<file path="src/dcache_pkg.sv">
package dcache_pkg;

    localparam int ADDR_WIDTH     = 32;
    localparam int DATA_WIDTH     = 32;
    localparam int LINE_BYTES_MAX = 16;
    localparam int LINE_WIDTH     = LINE_BYTES_MAX * 8;

    typedef logic [ADDR_WIDTH-1:0] paddr_t;
    typedef logic [DATA_WIDTH-1:0] data_t;
    typedef logic [LINE_WIDTH-1:0] line_t;

    // Access size encoding
    typedef logic [1:0] size_t;

    localparam size_t SIZE_BYTE = 2'b00;
    localparam size_t SIZE_HALF = 2'b01;
    localparam size_t SIZE_WORD = 2'b10;

    // One strobe per byte of a CPU word
    typedef logic [DATA_WIDTH/8-1:0] strb_t;

    // Accepted CPU request
    typedef struct packed {
        logic   wr;     // 1 = store
        paddr_t addr;   // Byte address
        data_t  wdata;  // Lane aligned store data
        size_t  size;
    } cpu_req_t;

    // Line-wide memory command
    typedef struct packed {
        logic   we;     // 1 = writeback
        paddr_t addr;   // Line aligned
        line_t  wdata;
    } mem_req_t;

endpackage

</file>
<file path="src/dcache_lane.sv">
`timescale 1ns/10ps

module dcache_lane import dcache_pkg::*; #(
    parameter int LINE_BYTES = LINE_BYTES_MAX
) (
    input  paddr_t lane_addr,
    input  size_t  lane_size,
    input  data_t  lane_wdata,
    input  line_t  line_in,
    output data_t  load_word,
    output line_t  merged_line
);

    localparam int OFF_W  = $clog2(LINE_BYTES);
    localparam int WORD_W = $clog2(LINE_BYTES / 4);

    logic [WORD_W-1:0] word_off;
    logic [1:0]        byte_off;
    strb_t             strb;
    data_t             word_rd;
    data_t             word_sh;

    assign word_off = lane_addr[OFF_W-1:2];
    assign byte_off = lane_addr[1:0];

    assign word_rd = line_in[DATA_WIDTH*word_off +: DATA_WIDTH];
    assign word_sh = word_rd >> {byte_off, 3'b000};  // Addressed byte down to bit 0

    always_comb begin
        case (lane_size)
            SIZE_BYTE: strb = strb_t'(4'b0001) << byte_off;
            SIZE_HALF: strb = byte_off[1] ? strb_t'(4'b1100) : strb_t'(4'b0011);
            default:   strb = '1;
        endcase
    end

    always_comb begin
        case (lane_size)
            SIZE_BYTE: load_word = {24'h0, word_sh[7:0]};
            SIZE_HALF: load_word = {16'h0, word_sh[15:0]};
            default:   load_word = word_rd;
        endcase
    end

    // Store data sits in its byte lanes already
    always_comb begin
        merged_line = line_in;
        for (int b = 0; b < DATA_WIDTH / 8; b++) begin
            if (strb[b]) begin
                merged_line[DATA_WIDTH*word_off + 8*b +: 8] = lane_wdata[8*b +: 8];
            end
        end
    end

endmodule

</file>
<file path="src/dcache_arrays.sv">
`timescale 1ns/10ps

module dcache_arrays import dcache_pkg::*; #(
    parameter int N_LINES    = 8,
    parameter int LINE_BYTES = LINE_BYTES_MAX
) (
    input  logic   clk,
    input  logic   rstn,
    input  paddr_t look_addr,
    output logic   hit,
    output logic   victim_dirty,
    output paddr_t victim_tag_addr,
    output line_t  line_rd,
    input  logic   fill_en,
    input  logic   store_en,
    input  logic   inval_en,
    input  line_t  fill_line
);

    localparam int OFF_W = $clog2(LINE_BYTES);
    localparam int IDX_W = $clog2(N_LINES);
    localparam int TAG_W = ADDR_WIDTH - IDX_W - OFF_W;

    logic [TAG_W-1:0]   tag_q [N_LINES];
    line_t              data_q [N_LINES];
    logic [N_LINES-1:0] valid_q;
    logic [N_LINES-1:0] dirty_q;

    logic [IDX_W-1:0]   idx;
    logic [TAG_W-1:0]   tag;

    assign idx = look_addr[OFF_W +: IDX_W];
    assign tag = look_addr[ADDR_WIDTH-1 -: TAG_W];

    assign hit             = valid_q[idx] && (tag_q[idx] == tag);
    assign victim_dirty    = valid_q[idx] && dirty_q[idx];
    assign victim_tag_addr = {tag_q[idx], idx, {OFF_W{1'b0}}};  // Line address of resident line
    assign line_rd         = data_q[idx];

    always_ff @(posedge clk or negedge rstn) begin
        if (!rstn) begin
            valid_q <= '0;
            dirty_q <= '0;
        end else begin
            if (fill_en) begin
                valid_q[idx] <= 1'b1;
                dirty_q[idx] <= store_en;  // Store miss leaves the line dirty
            end else if (inval_en) begin
                valid_q[idx] <= 1'b0;
                dirty_q[idx] <= 1'b0;
            end else if (store_en) begin
                dirty_q[idx] <= 1'b1;
            end
        end
    end

    always_ff @(posedge clk) begin
        if (fill_en) begin
            tag_q[idx] <= tag;
        end
        if (fill_en || store_en) begin
            data_q[idx] <= fill_line;
        end
    end

endmodule

</file>
<file path="src/dcache_ctrl.sv">
`timescale 1ns/10ps

module dcache_ctrl import dcache_pkg::*; #(
    parameter int N_LINES    = 8,
    parameter int LINE_BYTES = LINE_BYTES_MAX
) (
    input  logic     clk,
    input  logic     rstn,
    input  logic     cpu_req,
    input  cpu_req_t cpu_cmd,
    output logic     cpu_ready,
    output logic     cpu_rvalid,
    output data_t    cpu_rdata,
    output logic     mem_req,
    output mem_req_t mem_cmd,
    input  logic     mem_gnt,
    input  logic     mem_rvalid,
    input  line_t    mem_rdata,
    input  logic     flush,
    output logic     done,
    output paddr_t   look_addr,
    input  logic     hit,
    input  logic     victim_dirty,
    input  paddr_t   victim_tag_addr,
    input  line_t    line_rd,
    output logic     fill_en,
    output logic     store_en,
    output logic     inval_en,
    output line_t    fill_line,
    output paddr_t   lane_addr,
    output size_t    lane_size,
    output data_t    lane_wdata,
    output line_t    lane_line,
    input  data_t    load_word,
    input  line_t    merged_line
);

    localparam int OFF_W = $clog2(LINE_BYTES);
    localparam int IDX_W = $clog2(N_LINES);

    typedef enum logic [2:0] {
        ST_IDLE,
        ST_WRITEBACK,
        ST_REFILL,
        ST_FLUSH_SCAN,
        ST_FLUSH_WB
    } state_t;

    state_t         state;
    cpu_req_t       pend;       // Request waiting on a miss
    mem_req_t       mem_cmd_q;
    logic           mem_req_q;
    logic [IDX_W:0] flush_idx;  // MSB set once every index is visited
    logic           rvalid_q;
    data_t          rdata_q;
    logic           in_idle;
    logic           accept;
    logic           miss;
    logic           flush_end;

    function automatic paddr_t line_base(input paddr_t a);
        return {a[ADDR_WIDTH-1:OFF_W], {OFF_W{1'b0}}};
    endfunction

    assign in_idle   = (state == ST_IDLE);
    assign cpu_ready = in_idle && !flush;  // Flush wins over a new request
    assign accept    = cpu_req && cpu_ready;
    assign miss      = accept && !hit;
    assign flush_end = flush_idx[IDX_W];

    assign cpu_rvalid = (accept && !cpu_cmd.wr && hit) || rvalid_q;
    assign cpu_rdata  = rvalid_q ? rdata_q : load_word;
    assign mem_req    = mem_req_q;
    assign mem_cmd    = mem_cmd_q;
    assign done       = (state == ST_FLUSH_SCAN) && flush_end;

    always_comb begin
        case (state)
            ST_IDLE:                    look_addr = cpu_cmd.addr;
            ST_FLUSH_SCAN, ST_FLUSH_WB: look_addr = paddr_t'({flush_idx[IDX_W-1:0], {OFF_W{1'b0}}});
            default:                    look_addr = pend.addr;
        endcase
    end

    // Store hit merges into the cached line, refill merges into the fetched one
    assign lane_addr  = in_idle ? cpu_cmd.addr : pend.addr;
    assign lane_size  = in_idle ? cpu_cmd.size : pend.size;
    assign lane_wdata = in_idle ? cpu_cmd.wdata : pend.wdata;
    assign lane_line  = in_idle ? line_rd : mem_rdata;

    assign fill_en   = (state == ST_REFILL) && mem_rvalid;
    assign store_en  = (accept && cpu_cmd.wr && hit) || (fill_en && pend.wr);
    assign fill_line = (in_idle || pend.wr) ? merged_line : mem_rdata;
    assign inval_en  = ((state == ST_FLUSH_SCAN) && !flush_end && !victim_dirty) ||
                       ((state == ST_FLUSH_WB) && mem_gnt);

    always_ff @(posedge clk or negedge rstn) begin
        if (!rstn) begin
            state     <= ST_IDLE;
            mem_req_q <= 1'b0;
            rvalid_q  <= 1'b0;
            flush_idx <= '0;
        end else begin
            rvalid_q <= 1'b0;
            case (state)
                ST_IDLE: begin
                    if (flush) begin
                        flush_idx <= '0;
                        state     <= ST_FLUSH_SCAN;
                    end else if (miss) begin
                        mem_req_q <= 1'b1;
                        state     <= victim_dirty ? ST_WRITEBACK : ST_REFILL;
                    end
                end
                ST_WRITEBACK: begin
                    if (mem_gnt) begin
                        state <= ST_REFILL;  // mem_req stays up for the refill
                    end
                end
                ST_REFILL: begin
                    if (mem_gnt) begin
                        mem_req_q <= 1'b0;
                    end
                    if (mem_rvalid) begin
                        rvalid_q <= !pend.wr;
                        state    <= ST_IDLE;
                    end
                end
                ST_FLUSH_SCAN: begin
                    if (flush_end) begin
                        state <= ST_IDLE;
                    end else if (victim_dirty) begin
                        mem_req_q <= 1'b1;
                        state     <= ST_FLUSH_WB;
                    end else begin
                        flush_idx <= flush_idx + 1'b1;
                    end
                end
                ST_FLUSH_WB: begin
                    if (mem_gnt) begin
                        mem_req_q <= 1'b0;
                        flush_idx <= flush_idx + 1'b1;
                        state     <= ST_FLUSH_SCAN;
                    end
                end
                default: state <= ST_IDLE;
            endcase
        end
    end

    always_ff @(posedge clk) begin
        if (in_idle && miss) begin
            pend <= cpu_cmd;
            if (victim_dirty) begin
                mem_cmd_q <= '{we: 1'b1, addr: victim_tag_addr, wdata: line_rd};
            end else begin
                mem_cmd_q <= '{we: 1'b0, addr: line_base(cpu_cmd.addr), wdata: '0};
            end
        end
        if ((state == ST_WRITEBACK) && mem_gnt) begin
            mem_cmd_q <= '{we: 1'b0, addr: line_base(pend.addr), wdata: '0};
        end
        if ((state == ST_FLUSH_SCAN) && !flush_end && victim_dirty) begin
            mem_cmd_q <= '{we: 1'b1, addr: victim_tag_addr, wdata: line_rd};
        end
        if (fill_en) begin
            rdata_q <= load_word;
        end
    end

endmodule

</file>
<file path="src/dcache_top.sv">
`timescale 1ns/10ps

module dcache_top import dcache_pkg::*; #(
    parameter int N_LINES    = 8,
    parameter int LINE_BYTES = LINE_BYTES_MAX
) (
    input  logic     clk,
    input  logic     rstn,
    input  logic     cpu_req,
    input  cpu_req_t cpu_cmd,
    output logic     cpu_ready,
    output logic     cpu_rvalid,
    output data_t    cpu_rdata,
    output logic     mem_req,
    output mem_req_t mem_cmd,
    input  logic     mem_gnt,
    input  logic     mem_rvalid,
    input  line_t    mem_rdata,
    input  logic     flush,
    output logic     done
);

    paddr_t look_addr;
    logic   hit;
    logic   victim_dirty;
    paddr_t victim_tag_addr;
    line_t  line_rd;
    logic   fill_en;
    logic   store_en;
    logic   inval_en;
    line_t  fill_line;
    paddr_t lane_addr;
    size_t  lane_size;
    data_t  lane_wdata;
    line_t  lane_line;
    data_t  load_word;
    line_t  merged_line;

    dcache_ctrl #(.N_LINES(N_LINES), .LINE_BYTES(LINE_BYTES)) u_ctrl (.*);

    dcache_arrays #(.N_LINES(N_LINES), .LINE_BYTES(LINE_BYTES)) u_arrays (.*);

    dcache_lane #(.LINE_BYTES(LINE_BYTES)) u_lane (
        .lane_addr   (lane_addr),
        .lane_size   (lane_size),
        .lane_wdata  (lane_wdata),
        .line_in     (lane_line),
        .load_word   (load_word),
        .merged_line (merged_line)
    );

endmodule

</file>
<file path="config.mk">
export PLATFORM = sky130hd
export DESIGN_NAME = dcache_top
export DESIGN_NICKNAME = d
export VERILOG_FILES = /design/src/dcache_pkg.sv /design/src/dcache_lane.sv /design/src/dcache_arrays.sv /design/src/dcache_ctrl.sv /design/src/dcache_top.sv
export SDC_FILE = /design/constraint.sdc
export NUM_CORES = 2
export LEC_CHECK = 0
export ABC_AREA = 0
export BUFFER_PORTS_ARGS = -buffer_cell sky130_fd_sc_hd__buf_2
export CAP_MARGIN = 25
export CORE_MARGIN = 5
export CORE_UTILIZATION = 45
export CTS_CLUSTER_SIZE = 8
export DETAILED_ROUTE_END_ITERATION = 7
export PLACE_DENSITY = 0.65
export SLEW_MARGIN = 10
export SYNTH_ARGS = -nofsm -noshare
export SYNTH_HDL_FRONTEND = slang
export SYNTH_HIERARCHICAL = 1
export SYNTH_SLANG_ARGS = --single-unit
export TNS_END_PERCENT = 20
</file>
<file path="constraint.sdc">
create_clock -name clk -period 32.4 [get_ports clk]
set_input_delay 6.48 -clock clk [delete_from_list [all_inputs] [get_ports clk]]
set_output_delay 6.48 -clock clk [all_outputs]
set_load 0.01 [all_outputs]
</file>
==> Word level (Yosys, flattened, before mapping) <==
Memory sizes are Yosys's and may differ from the RTL's.
Index checks and enable logic that the tools add are counted.
{ "word_totals": {"out_inout_bits": 197, "wordCells": 167, "inputBits": 201, "memories": 2, "reg_bits": 285, "ram_bits": 1224} }
{ "memory_table": {"columns": ["memory", "depth", "word_bits", "read_ports", "rd_clocked_by_memory_dff", "wr", "line_no", "source"], "rows": [
  ["u_arrays.data_q", 8, 128, 1, 0, 1, "dcache_arrays.sv:25", "line_t data_q [N_LINES];"],
  ["u_arrays.tag_q", 8, 25, 1, 0, 1, "dcache_arrays.sv:24", "logic [TAG_W-1:0] tag_q [N_LINES];"]
]} }
{ "op_classes": {"reduce_logical": 45, "order_cmp": 2, "n_shift": 11, "muxes": 60, "addsub": 8, "n_eq_ne": 18, "bitwise": 5} }
{ "ops": {"columns": ["operator", "count"], "rows": [
  ["128-bit 2-to-1 mux", 6],
  ["128-bit bitwise mux", 4],
  ["8-bit by 34-bit variable shift with 128-bit output (first input constant)", 4],
  ["8-bit by 34-bit indexed part select with 128-bit output", 4],
  ["161-bit 2-to-1 mux", 3],
  ["160-bit 2-to-1 mux", 1],
  ["32-bit case mux with 2 select lines", 2],
  ["128-bit by 8-bit indexed part select with 32-bit output", 1],
  ["32-bit negator with 34-bit output", 3],
  ["32-bit 2-to-1 mux", 2],
  ["8-bit 2-to-1 mux", 5],
  ["7-bit negator with 34-bit output", 1],
  ["32-bit by 5-bit right shift with 16-bit output", 1],
  ["25-bit == test", 1],
  ["4-bit 2-to-1 mux", 6],
  ["3-bit 2-to-1 mux", 7],
  ["1-bit logical AND", 19],
  ["7-bit by 5-bit adder with 8-bit output (second input constant)", 2],
  ["8-bit bitwise AND", 2],
  ["2-bit inequality test (second input constant)", 8],
  ["8-bit bitwise OR", 2],
  ["3-bit case mux with 5 select lines", 1],
  ["1-bit 2-to-1 mux", 14],
  ["4-bit case mux with 3 select lines", 1],
  ["29 further kinds", 49]
]} }

==> Depth between registers and ports, before layout <==
An unclocked memory read counts as a cell.
{ "depth": {"ltp_word": 14, "mapped_depth": 25, "depth_no_buf": 15} }

==> By module <==
Netlist, hierarchy kept.
{ "by_module_without_submodules": {"columns": ["mod", "instances", "area_each_um2", "seq_area_each_um2", "cells_each"], "rows": [
  ["dcache_arrays", 1, 45940.3, 37155.6, 2407],
  ["dcache_ctrl", 1, 14535.2, 8022.7, 1032],
  ["dcache_lane", 1, 4241.6, 0.0, 610]
]} }

==> Least setup slack after synthesis <==
No wires, ideal clock.
{ "synth_timing": {"path_type": "input to register", "start": "in cpu_cmd[38] (netlist bit)", "end": "mem u_arrays/data_q[0][0] (netlist bit), enable pin", "t_required_ns": 31.628, "stages": 15, "path_buffers": 2, "setup_time_ns": 0.772, "arrival_time_ns": 18.369, "setup_slack_ns": 13.260, "path_cell_list": "mux2i_1 > a22o_1 > a21oi_1 > buf_6 > mux4_1 > mux2_4 > xor2_1 > a2111o_1 > or4_1 > nor4_2 > nand3_1 > o21ai_0 > buf_1 > nor2_1 > nor3_1"} }
{ "synth_via": {"elab_chain_len": 9, "word_cells_on_any_way": 11, "classes_between": "eq/ne (1); mux (5); reduce/logical (4); memory (1)"} }
{ "synth_rtl": {"columns": ["element", "line_no", "source"], "rows": [
  ["from (decl)", "dcache_top.sv:10", "input cpu_req_t cpu_cmd,"],
  ["32-bit case mux with 2 select lines", "dcache_ctrl.sv:78", "case (state)"],
  ["via look_addr[4]", "dcache_top.sv:23", "paddr_t look_addr;"],
  ["memory read 8 x 25 bit", null, null],
  ["via victim_tag_addr[15]", "dcache_top.sv:26", "paddr_t victim_tag_addr;"],
  ["25-bit == test", "dcache_arrays.sv:35", "assign hit = valid_q[idx] && (tag_q[idx] == tag);"],
  ["1-bit logical AND", "dcache_arrays.sv:35", null],
  ["via hit", "dcache_top.sv:24", "logic hit;"],
  ["1-bit logical AND", "dcache_ctrl.sv:92", "assign store_en = (accept && cpu_cmd.wr && hit) || (fill_en && pend.wr);"],
  ["1-bit logical OR", "dcache_ctrl.sv:92", null],
  ["via store_en", "dcache_top.sv:29", "logic store_en;"],
  ["1-bit logical OR", "dcache_arrays.sv:61", "if (fill_en || store_en) begin"],
  ["1-bit 2-to-1 mux", "dcache_arrays.sv:61", null],
  ["1-bit 2-to-1 mux (not written as such)", "dcache_arrays.sv:62", "data_q[idx] <= fill_line;"],
  ["to (decl)", "dcache_arrays.sv:25", null]
]} }
The timed path passes the listed nets, and every way through them passes these cells. The select of a mux whose other input is x is not followed.

==> Worst setup path after layout <==
{ "layout_timing": {"start": "in cpu_cmd[39] (netlist bit)", "end": "out cpu_rdata[13]"} }
{ "layout_via": {"elab_chain_len": 7} }
{ "layout_rtl": {"columns": ["element", "line_no", "source"], "rows": [
  ["32-bit case mux with 2 select lines", "dcache_ctrl.sv:78", null],
  ["via look_addr[5]", "dcache_top.sv:23", null],
  ["memory read 8 x 128 bit", null, null],
  ["via line_rd[53]", "dcache_top.sv:27", "line_t line_rd;"],
  ["128-bit 2-to-1 mux", "dcache_ctrl.sv:89", "assign lane_line = in_idle ? line_rd : mem_rdata;"],
  ["via lane_line[53]", "dcache_top.sv:35", "line_t lane_line;"],
  ["128-bit by 8-bit indexed part select with 32-bit output", "dcache_lane.sv:26", "assign word_rd = line_in[DATA_WIDTH*word_off +: DATA_WIDTH];"],
  ["32-bit by 5-bit right shift with 16-bit output", "dcache_lane.sv:27", "assign word_sh = word_rd >> {byte_off, 3'b000};"],
  ["32-bit case mux with 2 select lines", "dcache_lane.sv:38", "case (lane_size)"],
  ["via load_word[13]", "dcache_top.sv:36", "data_t load_word;"],
  ["32-bit 2-to-1 mux", "dcache_ctrl.sv:72", "assign cpu_rdata = rvalid_q ? rdata_q : load_word;"],
  ["to (decl)", "dcache_top.sv:13", "output data_t cpu_rdata,"]
]} }
The timed path passes the listed nets, and every way through them passes these cells.

==> results by stage <==
Power and ir drop:
- The ratio of total power to cell area is roughly 110 nW/um^2.
- The maximum vdd ir drop is slightly above 0.00007 V.
- Overall power consumption after layout is estimated at ~8.5 mW.
- The analysis attributes to cell leakage a power of ~25 nW.

Global routing:
- The via count of the first global-routing pass is between 30000 and 40000.
- In the global route stage, met1 resource usage came out at between 30% and 40%.
- The sum of overflow across all layers after global routing is 0.
- The number of antenna violations at the first check in global routing is 35.
- The largest net degree at the start of global routing is 129.
- In the global route stage, overall resource usage came out at a little over a quarter.
- The global-route wire length before repair is 299300 um.
- The busiest layer in global routing is met2.
- The met3 usage is 7.445%.
- Global routing used around two fifths of the available met2 tracks.

Detailed routing:
- After the first detailed-routing iteration, the DRC count stood at about 5400.
- Summed over all layers, the routed wires come to about 210000 um.
- The first-pass iteration count of the detailed router is 7.
- After detailed routing, the number of remaining DRC violations is 0.
- The routed layout has 41090 vias.
- The via-per-instance ratio is about 6.4.
- Once detail routing completed, the nets flagged for antenna violations numbered 0.
- The routed length per instance is between 30 and 40 um.

STA:
- The final max-slew violation count came to 0.
- Setup repair after global routing left no endpoint under its margin.
- Across all setup checks in the final design, the least slack found is 13.28 ns.
- At the pin with the least slew margin, the transition time is 1.130 ns.
- The final setup TNS is 0 ns.
- Static timing analysis puts the maximum clock frequency at 52.29 MHz.
- The clock period minus final worst setup slack is 19.12 ns.
- The number of hold violations in the final report is 0.
- In the finished design, the share of the clock period the worst path needs comes to between 50% and 60%.
- Setup violations remaining at the end of the flow were counted as 0.
- The worst slew margin relative to its limit is about a quarter.
- For the final database, setup skew stands at roughly 0.097 ns.

Floorplanning:
- The die is between 300 and 400 um tall.
- The core area is roughly 140000 sq um.
- In this run the horizontal extent of the chip is between 300 and 400 um.
- The floorplan step defined a die boundary enclosing roughly 150000 sq um.
- For this configuration, the core starts out at a cell density of about 45%.
- The cell row count is 138.
- In this run the count of I/O pins placed on the die edge is around 400.

Cells and area:
- The growth of design area from synthesis to finish is 15.36%.
- The number of standard cells in the final layout excluding fillers is 6404.
- The fraction of final layout cells with drive strength greater than 1 is roughly a quarter.
- Across the whole layout, storage elements account for 45180 sq um.
- The number of fillers in the final layout is 11430.
- After the last flow step, the layout net total stands at 4656.
- The utilization after layout is a little over half.
- The multi-input combinational cells in the finished layout cover a total of about 18000 sq um.

Clocking:
- The total number of clock tree sinks is 1509.
- Clock tree synthesis inserted a total of between 200 and 250 buffers.
- The post-CTS clock slew at the launch and capture registers of the worst setup and hold paths is 0.05 ns.
- The maximum level of the CTS H-tree is 4.
- Buffers added to address setup during post-CTS repair amount to 0.
- TritonCTS built the clock tree.
- The library cell used as clock root buffer is clkbuf_16.
- For this design, the CTS-stage hold fixing added 0 buffers.
- The clock network latency to the later pin of the worst-skew pair is between 0.8 and 0.9 ns.
- The number of resized instances in the post-cts repair step is 0.
- The number of buffers on the longest clock path is 3.

Placed design:
- The detailed-placement wirelength estimate is about 130000 um.
- The count of buffers from port buffering is 397.
- The worst-case setup slack after placement is roughly 13 ns.
- The number of cells in the design after placement is 6128.
- The final weighted congestion in routability-driven placement is 0.8901.

Min path:
- The worst hold path class is flop to flop.

Worst setup path:
- Among all stages on the critical path, the largest delay is contributed by mux2i_1.
- In this design, the stage delay of the slowest critical-path cell is ~0.67 ns.
- Data arrives at the worst endpoint at around 13 ns.
- The critical path startpoint category is a primary input.
- Walking the worst path, the cells encountered are buf_2, mux2i_1, a22o_1, a21oi_4, buf_4, buf_4, nor2b_1, and2_4, buf_4, a22o_1, a221oi_1, nand3_1, mux2_2, mux2i_1, mux4_2, nor3_1, a221o_1, mux2_2, buf_2.
- The category of the most critical setup path is primary input to primary output.
- The required time of the worst setup path is 25.92 ns.
- The kind of end point of the critical path is a primary output.
- The highest fanout seen on the critical path is between 50 and 60.
- Among the stages of the critical path, the cell type that occurs most often is buf_4.

Run:
- The max capacitance violation total is 0.

Logic synthesis:
- The average cell area after synthesis is ~16 sq um.
- The total number of yosys warnings is 6.
- Counting every instance in the synthesized netlist gives 4015.
- The cell area after synthesis is 64360 sq um.

Outcome:
- The flow ran to the end, and the final reports show no timing, DRC or antenna violations.
[per-stage QoR]
| stage | hold slack, ns | area (sq um) |
|---|---|---|
| detailed placement | 0.4650 | 68380 |
| global placement | 0.4630 | 68380 |
| global route | 0.5099 | 74210 |
| CTS | 0.4775 | 74180 |
| finish | 0.4837 | 74240 |
| floorplan | 0.4292 | 64370 |
[area by class of cell]
type	instances	share of cell area, %
timing repair buffer	505	3.863
tap	1890	3.185
antenna	14	0.04719
clock inverter	16	0.6168
multi-input combinational	2208	24.15
inverter	17	0.08595
clock buffer	245	7.198
sequential	1509	60.85
[worst paths after layout]
kind,startpoint,endpoint,slack (ns),depth (start not counted)
max in group asynchronous,rstn,u_ctrl/rvalid_q,26.21,1
worst min register to register,flop,flop,0.48,2
worst max register to register,u_ctrl/state[0],u_arrays/data_q[6][117],22.79,20
min in group asynchronous,rstn,asynchronous set/reset pin,5.68,1
worst max-delay path,cpu_cmd[39],cpu_rdata[13],13.28,19
worst min-delay path,flop,flop,0.48,2
[flip-flops by register name (all words and copies together) (netlist names), named ones only]
| register | cells |
|---|---|
| u_arrays/tag_q | 200 |
| u_ctrl/rdata_q | 32 |
| u_ctrl/mem_req | 1 |
| u_ctrl/mem_cmd | 161 |
| u_ctrl/flush_idx | 4 |
| u_ctrl/state | 3 |
| u_ctrl/pend | 67 |
| u_ctrl/rvalid_q | 1 |
| u_arrays/data_q | 1024 |
[worst max-delay path, delay by kind of cell]
| family | cells | cell delay [ns] |
|---|---|---|
| buffers and inverters | 5 | 1.83 |
| AO/OA/AOI/OAI | 5 | 1.77 |
| multiplexers | 5 | 1.75 |
| AND/OR/NAND/NOR | 4 | 0.68 |
[per-layer routing]
layer / vias up / wire [um]
met1: 20970 / 82690
li1: 16840 / -
met5: - / 47
met3: 441 / 27030
met2: 2833 / 94880
met4: 8 / 8742
[cells in the final DEF, fill, tap and decap left out, drive strengths merged, types with 18 or more instances in the layout]
| cell | n |
|---|---|
| edfxtp | 1483 |
| buf | 505 |
| mux2 | 423 |
| a22oi | 283 |
| nand2 | 256 |
| clkbuf | 245 |
| mux2i | 172 |
| and2 | 153 |
| o21ai | 136 |
| nand4 | 106 |
| nor2 | 82 |
| a22o | 75 |
| a21oi | 64 |
| mux4 | 61 |
| a21bo | 57 |
| a221oi | 46 |
| nand3 | 35 |
| o221ai | 26 |
| dfrtp | 25 |
| nor3 | 22 |
| o22ai | 19 |
| nor2b | 18 |
[power by group]
group / internal, mW / switching (mW)
combinational: 1.16 / 2.45
clock: 1.16 / 0.805
sequential: 2.87 / 0.0866
total: 5.19 / 3.34
Note: power is estimated with default switching activity, not from simulation.
